<file path="src/snake_frame_pkg.sv">
`default_nettype none

package snake_frame_pkg;

    // Playfield size in cells
    localparam int grid_w = 16;
    localparam int grid_h = 12;

    localparam int max_body = 8; // Body segment slots in a scene

    // Credits granted by the display after reset, also the sender queue depth
    localparam int display_credits = 4;

    typedef logic [3:0] coord_t;    // Cell column or row
    typedef logic [3:0] body_cnt_t; // Number of valid body slots
    typedef logic [2:0] credit_t;   // Credits held, 0 up to display_credits
    typedef logic [2:0] q_cnt_t;    // Queue occupancy, 0 up to display_credits
    typedef logic [1:0] q_ptr_t;    // Queue slot index

    typedef enum logic [2:0] {
        blank      = 3'd0,
        snake_head = 3'd1,
        snake_body = 3'd2,
        apple_c    = 3'd3,
        border_c   = 3'd4
    } obj_code_t;

    typedef struct packed {
        coord_t x;
        coord_t y;
    } cell_pos_t;

    typedef struct packed {
        cell_pos_t                   head;
        cell_pos_t [max_body-1:0]    body;
        body_cnt_t                   body_count;
        cell_pos_t                   apple;
        logic                        apple_valid;
    } snake_scene_t;

    typedef struct packed {
        obj_code_t code;
        cell_pos_t pos;
    } cell_update_t;

endpackage

`default_nettype wire

</file>
<file path="src/cell_classifier.sv">
`timescale 1ns/1ps
`default_nettype none

module cell_classifier import snake_frame_pkg::*; (
    input  logic         clk,
    input  logic         nrst,
    input  snake_scene_t scene,
    input  logic         scene_load,
    input  cell_pos_t    scan_pos,
    output obj_code_t    obj
);

    snake_scene_t scene_q;
    logic         on_ring;
    logic         head_hit;
    logic         body_hit;
    logic         apple_hit;

    // Held scene, an empty snake with no apple after reset
    always_ff @(posedge clk or negedge nrst) begin
        if (!nrst) begin
            scene_q <= '0;
        end else if (scene_load) begin
            scene_q <= scene;
        end
    end

    // Outer ring of the field
    assign on_ring = (scan_pos.x == coord_t'(0)) ||
                     (scan_pos.x == coord_t'(grid_w - 1)) ||
                     (scan_pos.y == coord_t'(0)) ||
                     (scan_pos.y == coord_t'(grid_h - 1));

    assign head_hit  = (scene_q.head == scan_pos);
    assign apple_hit = scene_q.apple_valid && (scene_q.apple == scan_pos);

    always_comb begin
        body_hit = 1'b0;
        for (int i = 0; i < max_body; i++) begin
            // Only slots below body_count hold live segments
            if ((body_cnt_t'(i) < scene_q.body_count) && (scene_q.body[i] == scan_pos)) begin
                body_hit = 1'b1;
            end
        end
    end

    // Border wins over head, head over body, body over apple
    always_comb begin
        if (on_ring) begin
            obj = border_c;
        end else if (head_hit) begin
            obj = snake_head;
        end else if (body_hit) begin
            obj = snake_body;
        end else if (apple_hit) begin
            obj = apple_c;
        end else begin
            obj = blank;
        end
    end

endmodule

`default_nettype wire

</file>
<file path="src/frame_tracker.sv">
`timescale 1ns/1ps
`default_nettype none

module frame_tracker import snake_frame_pkg::*; (
    input  logic         clk,
    input  logic         nrst,
    input  obj_code_t    obj,
    input  logic         ready,
    output cell_pos_t    scan_pos,
    output logic         upd_valid,
    output cell_update_t upd
);

    // Codes last sent to the display, indexed by column then row
    obj_code_t frame [grid_w][grid_h];
    obj_code_t cur_code;
    cell_pos_t next_pos;
    logic      last_col;
    logic      last_row;

    assign cur_code = frame[scan_pos.x][scan_pos.y];

    assign last_col = (scan_pos.x == coord_t'(grid_w - 1));
    assign last_row = (scan_pos.y == coord_t'(grid_h - 1));

    // Raster order, wrapping from the bottom right cell back to (0,0)
    always_comb begin
        next_pos = scan_pos;
        if (last_col) begin
            next_pos.x = '0;
            if (last_row) begin
                next_pos.y = '0;
            end else begin
                next_pos.y = scan_pos.y + coord_t'(1);
            end
        end else begin
            next_pos.x = scan_pos.x + coord_t'(1);
        end
    end

    always_ff @(posedge clk or negedge nrst) begin
        if (!nrst) begin
            scan_pos <= '0;
        end else if (ready) begin
            scan_pos <= next_pos;
        end
    end

    // Frame starts blank so the first scan paints everything that is not empty
    always_ff @(posedge clk or negedge nrst) begin
        if (!nrst) begin
            for (int i = 0; i < grid_w; i++) begin
                for (int j = 0; j < grid_h; j++) begin
                    frame[i][j] <= blank;
                end
            end
        end else if (ready) begin
            frame[scan_pos.x][scan_pos.y] <= obj; // Commit only on a scan step
        end
    end

    // The held update is taken by the sender on any ready cycle, so a new one
    // can be loaded on the same edge
    always_ff @(posedge clk or negedge nrst) begin
        if (!nrst) begin
            upd_valid <= 1'b0;
        end else if (ready) begin
            upd_valid <= (obj != cur_code);
        end
    end

    always_ff @(posedge clk) begin
        if (ready) begin
            upd.code <= obj;
            upd.pos  <= scan_pos;
        end
    end

endmodule

`default_nettype wire

</file>
<file path="src/update_sender.sv">
`timescale 1ns/1ps
`default_nettype none

module update_sender import snake_frame_pkg::*; (
    input  logic         clk,
    input  logic         nrst,
    input  logic         upd_valid,
    input  cell_update_t upd,
    output logic         ready,
    input  logic         credit_return,
    output logic         out_valid,
    output cell_update_t out_upd
);

    cell_update_t mem [display_credits];
    q_ptr_t       wr_ptr;
    q_ptr_t       rd_ptr;
    q_cnt_t       count;
    credit_t      credits;
    logic         push;
    logic         pop;
    cell_update_t head_upd;

    assign ready = (count < q_cnt_t'(display_credits));
    assign push  = upd_valid && ready;

    // An empty queue lets a new update go straight to the output stage
    assign pop      = ((count != '0) || push) && (credits != '0);
    assign head_upd = (count != '0) ? mem[rd_ptr] : upd;

    always_ff @(posedge clk) begin
        if (push) begin
            mem[wr_ptr] <= upd;
        end
        if (pop) begin
            out_upd <= head_upd;
        end
    end

    always_ff @(posedge clk or negedge nrst) begin
        if (!nrst) begin
            wr_ptr    <= '0;
            rd_ptr    <= '0;
            count     <= '0;
            out_valid <= 1'b0;
        end else begin
            out_valid <= pop; // One cycle per update sent
            if (push) begin
                wr_ptr <= wr_ptr + q_ptr_t'(1);
            end
            if (pop) begin
                rd_ptr <= rd_ptr + q_ptr_t'(1);
            end
            case ({push, pop})
                2'b10:   count <= count + q_cnt_t'(1);
                2'b01:   count <= count - q_cnt_t'(1);
                default: count <= count;
            endcase
        end
    end

    // A credit is spent with each send and comes back with each return pulse
    always_ff @(posedge clk or negedge nrst) begin
        if (!nrst) begin
            credits <= credit_t'(display_credits);
        end else begin
            case ({pop, credit_return})
                2'b10:   credits <= credits - credit_t'(1);
                2'b01:   credits <= credits + credit_t'(1);
                default: credits <= credits;
            endcase
        end
    end

endmodule

`default_nettype wire

</file>
<file path="src/snake_frame_top.sv">
`timescale 1ns/1ps
`default_nettype none

module snake_frame_top import snake_frame_pkg::*; (
    input  logic         clk,
    input  logic         nrst,
    input  snake_scene_t scene,
    input  logic         scene_load,
    input  logic         credit_return,
    output logic         out_valid,
    output cell_update_t out_upd
);

    cell_pos_t    scan_pos;
    obj_code_t    obj;
    logic         upd_valid;
    cell_update_t upd;
    logic         ready;

    cell_classifier i_classifier (
        .clk        (clk),
        .nrst       (nrst),
        .scene      (scene),
        .scene_load (scene_load),
        .scan_pos   (scan_pos),
        .obj        (obj)
    );

    // Scan stalls whenever the sender queue is full
    frame_tracker i_tracker (
        .clk       (clk),
        .nrst      (nrst),
        .obj       (obj),
        .ready     (ready),
        .scan_pos  (scan_pos),
        .upd_valid (upd_valid),
        .upd       (upd)
    );

    update_sender i_sender (
        .clk           (clk),
        .nrst          (nrst),
        .upd_valid     (upd_valid),
        .upd           (upd),
        .ready         (ready),
        .credit_return (credit_return),
        .out_valid     (out_valid),
        .out_upd       (out_upd)
    );

endmodule

`default_nettype wire

</file>
<file path="config.mk">
export PLATFORM = sky130hd
export DESIGN_NAME = snake_frame_top
export DESIGN_NICKNAME = d
export VERILOG_FILES = /design/src/snake_frame_pkg.sv /design/src/cell_classifier.sv /design/src/frame_tracker.sv /design/src/update_sender.sv /design/src/snake_frame_top.sv
export SDC_FILE = /design/constraint.sdc
export NUM_CORES = 1
export LEC_CHECK = 0
export BUFFER_PORTS_ARGS = -buffer_cell sky130_fd_sc_hd__buf_2
export CORE_MARGIN = 4
export CORE_UTILIZATION = 65
export DETAILED_ROUTE_END_ITERATION = 12
export PLACE_DENSITY_LB_ADDON = 0.3
export SLEW_MARGIN = 20
export SYNTH_ARGS = -nofsm -noshare
export SYNTH_HDL_FRONTEND = slang
export SYNTH_HIERARCHICAL = 1
export SYNTH_SLANG_ARGS = --single-unit
</file>
<file path="constraint.sdc">
create_clock -name clk -period 7 [get_ports clk]
set_input_delay 0.35 -clock clk [delete_from_list [all_inputs] [get_ports clk]]
set_output_delay 0.35 -clock clk [all_outputs]
set_load 0.03 [all_outputs]
</file>
Word level (Yosys, flattened, before mapping)
Memories as Yosys holds them, arrays and structs flattened.
Cells that the tools add are included.
{"block": "op_classes", "addsub": 8, "order_cmp": 13, "eq_ne": 17, "n_mux": 30, "n_bitwise": 2, "reduce_logical": 24}
{"op": "bitwise mux 576 bit", "n": 1}
{"op": "binary-select mux 36 bit (select 4 bit)", "n": 1}
{"op": "demux 36 bit (select 4 bit)", "n": 1}
{"op": "two-way mux 36 bit", "n": 3}
{"op": "== test 8 bit", "n": 10}
{"op": "two-way mux 3 bit", "n": 6}
{"op": "less-than comparator 3 x 4 -> 1 bit (first input constant)", "n": 4}
{"op": "logical AND 1 bit", "n": 13}
{"op": "binary-select mux 3 bit (select 4 bit)", "n": 1}
{"op": "demux 3 bit (select 4 bit)", "n": 1}
{"op": "case mux 3 bit (2 select lines)", "n": 2}
{"op": "two-way mux 11 bit", "n": 1}
{"op": "greater-or-equal comparator 5 bit (second input constant)", "n": 2}
{"op": "less-than comparator 5 x 1 -> 1 bit (second input constant)", "n": 2}
{"op": "two-way mux 1 bit", "n": 10}
{"op": "NOT 4 -> 5 bit", "n": 2}
{"op": "adder 4 x 1 -> 4 bit (second input constant)", "n": 2}
{"op": "== test 4 bit (second input constant)", "n": 2}
{"op": "zero test 4 bit", "n": 2}
{"op": "less-than comparator 1 x 4 -> 1 bit (first input constant)", "n": 2}
{"op": "less-than comparator 2 x 4 -> 1 bit (first input constant)", "n": 2}
{"op": "two-way mux 4 bit", "n": 2}
{"op": "adder 3 x 1 -> 3 bit (second input constant)", "n": 2}
{"op": "nonzero test 3 bit", "n": 2}
{"op": "other kinds (10)", "n": 18}
{"block": "totals", "ff_bits": 703, "mem_bits_rw": 44, "n_memories": 1}
{"name": "i_sender.mem", "depth": 4, "width": 11, "read_ports": 1, "rd_ports_with_merged_regs": 0, "wr": 1, "line": "update_sender.sv:15", "source": "cell_update_t mem [display_credits];"}

Longest topological paths before layout
Gate-level depths: netlist (run 1).
{"block": "depth", "ltp_word": 14, "depth_mapped": 13, "mapped_depth_nobuf": 9}

Hierarchy
The synthesis (run 1) kept the hierarchy.
{"module": "frame_tracker", "n_inst": 1, "cells_each": 1984, "area_per_inst_um2": 28086.9, "seq_area_each_um2": 14969.4}
{"module": "cell_classifier", "n_inst": 1, "cells_each": 317, "area_per_inst_um2": 4254.1, "seq_area_each_um2": 2127.0}
{"module": "update_sender", "n_inst": 1, "cells_each": 134, "area_per_inst_um2": 2658.8, "seq_area_each_um2": 1928.1}

Worst setup path before layout (run 1)
No wires, ideal clock.
{"block": "synth_path", "path_kind": "flip-flop to flip-flop", "start": "reg, netlist name i_tracker/scan_pos[4]", "end": "reg i_tracker.upd_valid", "setup_time_ns": 0.126, "arrival_time_ns": 2.691, "required_ns": 6.874, "slack_ns": 4.183, "stages_incl_launch_ff": 11, "synth_period_minus_slack_ns": 2.817, "path_cell_list": "dfrtp_1 > buf_6 > buf_6 > buf_6 > buf_2 > nor2_1 > or3_2 > a2111oi_1 > a2111oi_4 > xnor2_1 > o32a_1"}
{"block": "synth_via", "elab_chain_cells": 14, "word_cells_on_any_way": 44, "classes_between": "eq/ne: 12; mux: 18; bitwise: 1; reduce/logical: 13"}
{"item": "== test 8 bit", "line": "cell_classifier.sv:41", "source": "if ((body_cnt_t'(i) < scene_q.body_count) && (scene_q.body[i] == scan_pos)) begin"}
{"item": "logical AND 1 bit", "line": "cell_classifier.sv:41"}
{"item": "two-way mux 1 bit (8 in a row)", "line": "cell_classifier.sv:41"}
{"item": "two-way mux 3 bit", "line": "cell_classifier.sv:53", "source": "end else if (body_hit) begin"}
{"item": "two-way mux 3 bit", "line": "cell_classifier.sv:51", "source": "end else if (head_hit) begin"}
{"item": "two-way mux 3 bit", "line": "cell_classifier.sv:49", "source": "if (on_ring) begin"}
{"item": "!= test 3 bit (*)", "line": "frame_tracker.sv:68", "source": "upd_valid <= (obj != cur_code);"}
{"item": "end signal: assignment", "line": "frame_tracker.sv:68"}
{"item": "end: declaration", "line": "frame_tracker.sv:10", "source": "output logic upd_valid,"}
Every way passes the cells marked *; elsewhere a longest branch is shown, timed or not. The select of a mux whose other input is x is not followed.
A chain may end at the register's enable or synchronous reset.

Final worst setup path (run 1)
{"block": "layout_path", "start": "reg, netlist name i_tracker/scan_pos[1]", "end": "reg i_tracker/frame[15] (netlist bit)"}
{"block": "layout_via", "elab_chain_cells": 14, "word_cells_on_any_way": 44, "classes_between": "order compare: 2; eq/ne: 11; mux: 17; bitwise: 1; reduce/logical: 13"}
{"item": "== test 8 bit", "line": "cell_classifier.sv:41"}
{"item": "logical AND 1 bit", "line": "cell_classifier.sv:41"}
{"item": "two-way mux 1 bit (8 in a row)", "line": "cell_classifier.sv:41"}
{"item": "two-way mux 3 bit", "line": "cell_classifier.sv:53"}
{"item": "two-way mux 3 bit", "line": "cell_classifier.sv:51"}
{"item": "two-way mux 3 bit (*)", "line": "cell_classifier.sv:49"}
{"item": "named net obj[0]", "line": "snake_frame_top.sv:15", "source": "obj_code_t obj;"}
{"item": "bitwise mux 576 bit (*)", "line": "frame_tracker.sv:58", "source": "frame[scan_pos.x][scan_pos.y] <= obj;"}
{"item": "end signal: indexed assignment", "line": "frame_tracker.sv:54", "source": "frame[i][j] <= blank;"}
{"item": "end signal: indexed assignment", "line": "frame_tracker.sv:58"}
{"item": "end: declaration", "line": "frame_tracker.sv:15", "source": "obj_code_t frame [grid_w][grid_h];"}
Mark *: on every way through the listed nets, which the timed path passes. The rest lies on a longest branch.

==> results of run 1 <==
==> power by group <==
part	switching, W	total (W)	internal, W
combinational	0.00230	0.00356	0.00126
clock	0.00168	0.00411	0.00243
sequential	0.000521	0.00537	0.00485
==> cell type report <==
type | count | area share [%]
antenna | 1 | 0.006405
inverter | 15 | 0.1441
sequential | 747 | 48.73
multi-input combinational | 1497 | 38.23
timing repair buffer | 218 | 4.282
clock buffer | 114 | 5.729
clock inverter | 21 | 0.6757
tap | 688 | 2.203
==> metal layers <==
layer | share of wire [%] | vias up | track usage [%]
met5 | 0 | - | 0
met3 | 8.4 | 360 | 7.903
met2 | 47 | 1141 | 51.17
met4 | 5.9 | 0 | 17.10
li1 | - | 9131 | -
met1 | 38 | 11500 | 42.62
==> critical path, cell delays in order, from the launching register on <==
cell and delay [ns]:
dfrtp_1 1.06, buf_4 0.40, xor2_1 0.22, nor4_1 0.09, a22oi_1 0.32, nor2b_1 0.10
a211oi_1 0.59, a31o_4 0.65, buf_4 0.75, mux2_2 0.31
==> logic make-up (layout without fill, tap and decap cells) <==
| family | Yosys count | after routing | share of synthesized area (%) |
|---|---|---|---|
| AOI/OAI and AO/OA | 131 | 131 | 2.878 |
| xor gates and xnor gates | 92 | 92 | 2.324 |
| adders and majority gates | 16 | 16 | 0.6149 |
| buffers and inverters | 191 | 368 | 3.039 |
| DFF | 747 | 747 | 54.36 |
| muxes | 877 | 877 | 32.03 |
| other | 0 | 1 | 0 |
| and+or+nand+nor | 381 | 381 | 4.758 |
==> placed cells by master, fill, tap and decap left out, types with 14 or more instances in the layout <==
cell	synthesis	final
a21oi_1	17	17
buf_2	22	98
buf_4	13	30
clkbuf_1	107	22
clkbuf_16	0	79
dfrtp_1	680	675
dlygate4sd3_1	0	83
edfxtp_1	66	66
ha_1	14	14
mux2_2	677	677
mux2i_1	79	79
mux4_1	19	19
mux4_2	102	102
nand2_1	109	109
nand3_1	20	20
nor2_1	178	177
nor3_1	16	16
nor4_1	16	16
o21ai_0	17	17
o221ai_1	16	16
xnor2_1	17	17
xor2_1	74	74
==> state kept, by name, summed over array words and instances (netlist names) <==
signal and cells:
i_sender/rd_ptr 2, i_sender/out_upd 11, i_sender/mem 44, i_sender/count 3, i_sender/credits 3, i_sender/wr_ptr 2
i_sender/out_valid 1, i_classifier/scene_q 85, i_tracker/scan_pos 8, i_tracker/upd_valid 1, i_tracker/upd 11, i_tracker/frame 576
==> worst max path at each step <==
stage                          start                    to  slack, ns  cells after the start
2_1_floorplan  i_tracker/scan_pos[4]   i_tracker/upd_valid       4.18                     10
3_3_place_gp   i_tracker/scan_pos[7]   i_tracker/upd_valid       2.79                     10
3_5_place_dp   i_tracker/scan_pos[1]  i_tracker/frame[396]       2.62                      9
4_1_cts        i_tracker/scan_pos[1]   i_tracker/frame[15]       2.58                      9
5_1_grt        i_tracker/scan_pos[1]  i_tracker/frame[108]       2.25                      9
6_report       i_tracker/scan_pos[1]   i_tracker/frame[15]       2.29                      9
==> stage by stage <==
step / hold WS (ns) / instance area, um2 / util [%] / cells / setup slack, ns
after global routing: 0.01613 / 39070 / 73.76 / 3301 / 2.250
after global placement: 0.4074 / 35730 / 67.45 / 3082 / 2.794
final: 0.02364 / 39070 / 73.76 / 3301 / 2.293
after CTS: 0.001593 / 39050 / 73.73 / 3299 / 2.584
after detailed placement: 0.4085 / 35730 / 67.45 / 3082 / 2.618
after floorplan: 0.05441 / 35000 / - / 2435 / 4.183
==> repair_timing <==
item,in CTS,in global routing
hold buffers,82,1
buffers inserted,0,0
setup endpoints to repair,0,0
endpoints found under the hold margin,162,1
==> cell usage after synthesis (4+ instances only) <==
cell type	number	area [um2]
dfrtp_1	680	17020
mux2_2	677	7624
nor2_1	178	668.1
nand2_1	109	409.1
clkbuf_1	107	401.6
mux4_2	102	2297
mux2i_1	79	790.8
xor2_1	74	648.1
edfxtp_1	66	1982
buf_2	22	110.1
nand3_1	20	100.1
mux4_1	19	499.2
buf_6	18	202.7
a21oi_1	17	85.08
o21ai_0	17	85.08
xnor2_1	17	148.9
nor3_1	16	80.08
nor4_1	16	100.1
o221ai_1	16	140.1
ha_1	14	175.2
buf_4	13	97.59
inv_1	13	48.80
a22oi_1	11	82.58
and2_1	11	68.82
o22ai_1	11	68.82
a211oi_1	8	60.06
a221oi_1	8	70.07
nor2b_1	8	50.05
a211o_1	6	52.55
buf_1	6	22.52
buf_12	6	120.1
nand4_1	5	31.28
a2111oi_0	4	35.03
a22o_1	4	35.03
==> metrics.md, run 1 <==
| Metric | Value |
|---|---|
| Yosys warns | 6 |
| Max_cap viols | 0 |
| Bufs on Longest Clock Path | 3 |
| Tcrit/Tclk final | between 60% and 70% |
| Ratio of cells with drive above 1 in the final layout | around 40% |
| # setup viols final | 0 |
| Initial Util | between 60% and 70% |
| Critical R2R Launch | i_tracker/scan_pos[1] |
| Clk slew on worst S/H paths | around 0.06 ns |
| Drt via density | between 6 and 7 |
| Setup tns final | 0 ns |
| Die Width | between 200 and 250 um |
| Hold Crit Start | scene[80] |
| Cells on worst reg2reg path | 9 |
| WL per Instance | approximately 28 um |
| Syn_area_per_cell | 14.37 um2 |
| Reg2Reg Capture Point | i_tracker/frame[15] |
| RSZ-0062 raised after global routing | false |
| RD Place Congestion | a little over 0.9 |
| Storage cell area | about 19000 um2 |
| Vias | about 22000 |
| Mapped Nets | 2540 |
| CP arrival | about 5.3 ns |
| Post-synthesis cell count | roughly 2400 |
| Number of global-route vias before repair | roughly 24000 |
| Area of the multi-input gates | between 10000 and 15000 um2 |
| Fill cell total of the finished layout | between 3000 and 4000 |
| Clock sinks | ~750 |
| 1st-pass router iterations | 5 |
| First-pass GRT wire length | ~140000 um |
| Total CTS buffers | 76 |
| Status | finished clean |
| Drt drc | 0 |
| Fin. max-slew vios | 0 |
| CTS tree | yes |
| I/O Buffers | 100 |
| Hold Vio Cnt, Final | 0 |
| Post-synth top flop | dfrtp_1 |
| # resized after CTS | 0 |
| 1st-iter DRT viols | a little over 2000 |
| Relative slew slack | approximately 14% |
| WP data required | approximately 7.5 ns |
| CP Launch Type | flop |
| Worst-Margin Slew | 1.282 ns |
| # IOs | just over 100 |
| Max Freq | 0.2124 GHz |
| Antenna violations before repair | 1 |
| Tot Pwr | 0.01304 W |
| Die Height | 240.0 um |
| HPWL after detailed placement | 54810 um |
| Largest net degree at the start of global routing | between 150 and 200 |
| Setup crit end kind | flop |
| Seq cells post-synth | 747 |
| Hold depth | 2 |
| Netlist cell types | 76 |
| GRT Residual Overflow | 0 |
| Core Region | between 50000 and 60000 um2 |
| Pwr dens | between 300 and 400 nW/um2 |
| EDFF count, synth | 66 |
| Die area | between 50000 and 60000 um2 |
| Final Critical Period | 4.707 ns |
| Post-synthesis sequential area ratio | between 50 and 60% |
| Max VDD drop | 0.0003127 V |
| Site row count | between 80 and 90 |
| Cell Area, Synth | 35000 um2 |
| Reg2Reg Setup Slack | about 2.3 ns |
| Worst skew pair latency | about 0.63 ns |
| Area delta synth->final | 11.63% |
| Critical Path Fanout Max | 83 |
| Min-Delay Path Class | in -> reg |
| Share of flip-flops with an asynchronous set or reset | between 90% and 100% |
| Final wirelength | just over 90000 um |
| Root Driver | clkbuf_16 |
| Setup CP Type | reg -> reg |
| Antenna Nets Post-Route | 0 |
| GR Util All Layers | between 30 and 40% |
| Final layout net count | 2660 |
| Hold path endpoint | i_classifier/scene_q[80] |
| H-tree Lvls | 3 |
| LEAKAGE | ~18 nW |
| Clock Skews | approximately 0.033 ns |
Note: power is estimated with default switching activity, not from simulation.
==> run 2: changes to the inputs <==
ABC_AREA = 1   (was default)
CORE_UTILIZATION = 63   (was 65)
clock period = 4.7 ns   (was 7 ns; I/O delays follow)
==> run 2 against run 1 <==
Power grew 71%. Combinational power grew 130%. Largest power group is now combinational cells. Critical path depth grew 5. Die area grew 4.4%. Sequential share of layout area shrank 1.0 points. Sequential power grew 48%. Global-route usage grew 1.9 points. Via count grew 42%. Non-clock buffer count grew 49.
==> metrics.md, run 2 <==
| Metric | Value |
|---|---|
| Cell Area, Synth | 35450 um2 (+1.3%) |
| Share of flip-flops with an asynchronous set or reset | 91.16% (unchanged) |
| Post-synth top cells | 1609 x nand2_1, 740 x o21ai_0, 680 x dfrtp_1, 305 x nor2_1, 273 x inv_1 |
| Top cells by area, synth | dfrtp_1 48%, nand2_1 17%, o21ai_0 10%, edfxtp_1 5.6%, nand3_1 3.4% |
| Clk slew on worst S/H paths | 0.07 ns (about the same) |
| Min-Delay Path Class | in -> reg |
| Post-synthesis sequential area ratio | 53.66% (-0.69 points) |
| Hold Vio Cnt, Final | 0 (unchanged) |
| Area delta synth->final | 12.57% |
| Tcrit/Tclk final | 79.56% (+12 points) |
| Setup tns final | 0 ns (unchanged) |
| Max FFs per register | 576 (unchanged) |
| Synth Area in Adders | 0.6070% (-0.0078 points) |
| Yosys warns | 6 (unchanged) |
| I/O Buffers | 100 (unchanged) |
| First-pass GRT wire length | 164800 um (+16%) |
| Fin. max-slew vios | 0 (unchanged) |
| Synth Area in XOR/XNOR | 1.235% (-1.1 points) |
| # setup viols final | 0 (unchanged) |
| Netlist cell types | 43 (-43%) |
| 1st-iter DRT viols | 3569 (+77%) |
| Area of the multi-input gates | 14120 um2 (-5.5%) |
| Vias | 31360 (+42%) |
| HPWL after detailed placement | 59270 um (+8.1%) |
| # Post-CTS Setup Buffers | 0 (unchanged) |
| Post-Synth Simple-Gate Area | 24.53% (+20 points) |
| Critical R2R Launch | i_tracker/scan_pos[3] |
| Total CTS buffers | 77 (+1.3%) |
| Clock Skews | 0.03313 ns (+0.0003364 ns) |
| Final instance area | 39910 um2 (+2.1%) |
| Compound-Gate Fraction of Synth Area | 12.01% (+9.1 points) |
| Setup crit end kind | flop |
| Number of global-route vias before repair | 30220 (+27%) |
| Most frequent cells in the layout | 1609 x nand2_1, 740 x o21ai_0, 677 x dfrtp_1 |
| Drt via density | 5.872 (-12%) |
| Worst skew pair latency | 0.64 ns (about the same) |
| Setup CP Type | reg -> reg |
| Max_cap viols | 0 (unchanged) |
| WP data required | 5.18 ns (-2.36 ns) |
| Reg2Reg Setup Slack | 0.96 ns (-1.33 ns) |
| Worst-Margin Slew | 1.107 ns (-0.1755 ns) |
| CP Launch Type | flop |
| Post-synth top area cell | dfrtp_1 |
| LEAKAGE | 18.38 nW (+2.7%) |
| EDFF count, synth | 66 (unchanged) |
| Final Critical Period | 3.739 ns (-0.9679 ns) |
| Die Width | 245.2 um (+2.2%) |
| Placed Area | 36450 um2 (+2.0%) |
| Drt drc | 0 (unchanged) |
| CTS tree | yes |
| # IOs | 101 (unchanged) |
| Die Height | 245.2 um (+2.2%) |
| Initial Util | 63.97% (-2.1 points) |
| Ratio of cells with drive above 1 in the final layout | 8.399% (-32 points) |
| Max VDD drop | 0.0005686 V (+82%) |
| Bufs on Longest Clock Path | 3 (unchanged) |
| CP arrival | 4.22 ns (-1.03 ns) |
| Biggest registers after layout | i_tracker/frame x576, i_classifier/scene_q x85, i_sender/mem x44 |
| Seq cells post-synth | 747 (unchanged) |
| Relative slew slack | 25.95% (+12 points) |
| Critical Path Fanout Max | 88 (+6.0%) |
| WL per Instance | 19.44 um (-31%) |
| Max Freq | 0.2674 GHz (+26%) |
| Largest net degree at the start of global routing | 151 (-23%) |
| RD Place Congestion | 0.9426 (+3.1%) |
| Post-synth top flop | dfrtp_1 |
| GR Util All Layers | 34.39% (+1.9 points) |
| RSZ-0062 raised after global routing | false |
| Pre-CTS WS | 1.316 ns (-1.302 ns) |
| Storage cell area | 19030 um2 (about the same) |
| Top reg by flops | i_tracker/frame |
| 1st-pass router iterations | 6 (+1) |
| Core Region | 55420 um2 (+4.6%) |
| Most common cell in the netlist | nand2_1 |
| Post-synthesis mux area share | 1.398% (-31 points) |
| Final layout net count | 4629 (+74%) |
| Final wirelength | 103800 um (+12%) |
| Site row count | 86 (+2.4%) |
| Root Driver | clkbuf_16 |
| Post-synthesis cell count | 4417 (+81%) |
| Largest family of logic cells by synthesized area | simple AND/OR/NAND/NOR gates |
| Hold Crit Start | scene_load |
| Fill cell total of the finished layout | 4075 (+26%) |
| GRT Residual Overflow | 0 (unchanged) |
| Clock sinks | 747 (unchanged) |
| Status | finished clean |
| Die area | 60130 um2 (+4.4%) |
| Syn_area_per_cell | 8.026 um2 (-44%) |
| Yosys top cell area share | 48.00% (-0.62 points) |
| Commonest non-fill, non-tap cell in the layout | nand2_1 |
| Antenna Nets Post-Route | 0 (unchanged) |
| Worst Setup SP | i_tracker/scan_pos[3] |
| Worst setup margin | 0.9608 ns (-1.332 ns) |
| Pwr dens | 557.5 nW/um2 (+67%) |
| Mapped Nets | 4522 (+78%) |
| Antenna violations before repair | 9 (+8) |
| WHS | 0.1777 ns (+0.1541 ns) |
| H-tree Lvls | 3 (unchanged) |
[run 2: cell count changes after synthesis, moves of 16 or more]
cell,change
mux2i_1,-79
nand2_1,+1500
a21oi_1,+53
inv_1,+260
buf_2,+60
mux4_2,-102
nand3_1,+222
mux2_2,-633
xor2_1,-51
mux4_1,-19
o21ai_0,+723
o221ai_1,-16
nor2_1,+127
[run 2: path summary, 6_finish.rpt]
path	cells past startpoint	to
setup / recovery	14	i_tracker/frame[228]
setup reg to reg	14	i_tracker/frame[228]
min in group asynchronous	2	i_tracker/frame[367]
max in group asynchronous	3	i_classifier/scene_q[3]
hold / removal	3	i_classifier/scene_q[70]
hold reg to reg	2	i_tracker/frame[439]
[run 2: layer usage]
metal | part of all wire [%] | wire length (um) | vias to the layer above | track usage, %
li1 | - | - | 14410 | -
met1 | 38 | 39510 | 14750 | 46.72
met2 | 46 | 47620 | 1802 | 52.93
met3 | 11 | 11230 | 400 | 7.931
met4 | 5.3 | 5452 | 0 | 16.36
met5 | 0 | 0 | - | 0
[run 2: where the power goes]
group | switching [W] | leakage [nW] | total [W] | internal, W
combinational | 0.00588 | 7.23 | 0.00808 | 0.00221
clock | 0.00258 | 1.27 | 0.00622 | 0.00363
sequential | 0.000685 | 9.87 | 0.00795 | 0.00726
[run 2: worst max-delay path: stages, from the launching register on]
cell and delay, ns:
dfrtp_1 1.00, inv_1 0.31, nand2_1 0.15, nand4_1 0.13, nor2_1 0.19, nand3_1 0.14, nand2_1 0.12, nand2_1 0.07
nand3_1 0.08, nand2_1 0.07, nand3_1 0.09, a21oi_2 0.11, inv_6 0.50, buf_4 0.39, o21ai_0 0.15
[run 2: logic make-up after synthesis]
group / Yosys count
AOI/OAI and AO/OA: 841
xor gates and xnor gates: 50
adders and majority gates: 16
buffers and inverters: 520
DFF: 747
muxes: 44
and+or+nand+nor: 2199
[run 2: repair_timing]
action	in CTS	in global routing
gates resized for setup	0	0
hold endpoints to repair	183	0
hold buffers	87	0
[run 2: cell type report]
type                            instances  share of cell area (%)
Sequential cell                       747                   47.69
Multi-Input combinational cell       3150                   35.38
Clock buffer                          114                   5.788
Timing Repair Buffer                  267                   5.380
Inverter                              281                   2.712
Tap cell                              748                   2.345
Clock inverter                         25                  0.6459
Antenna cell                            8                 0.05016
[run 2: stage by stage]
stage          cells  util (%)  total power [W]
2_1_floorplan   4417         -          0.01318
3_3_place_gp    5106     65.76          0.01558
3_5_place_dp    5106     65.77          0.01572
4_1_cts         5332     71.97          0.02201
5_1_grt         5339     72.01          0.02331
6_report        5340     72.01          0.02225
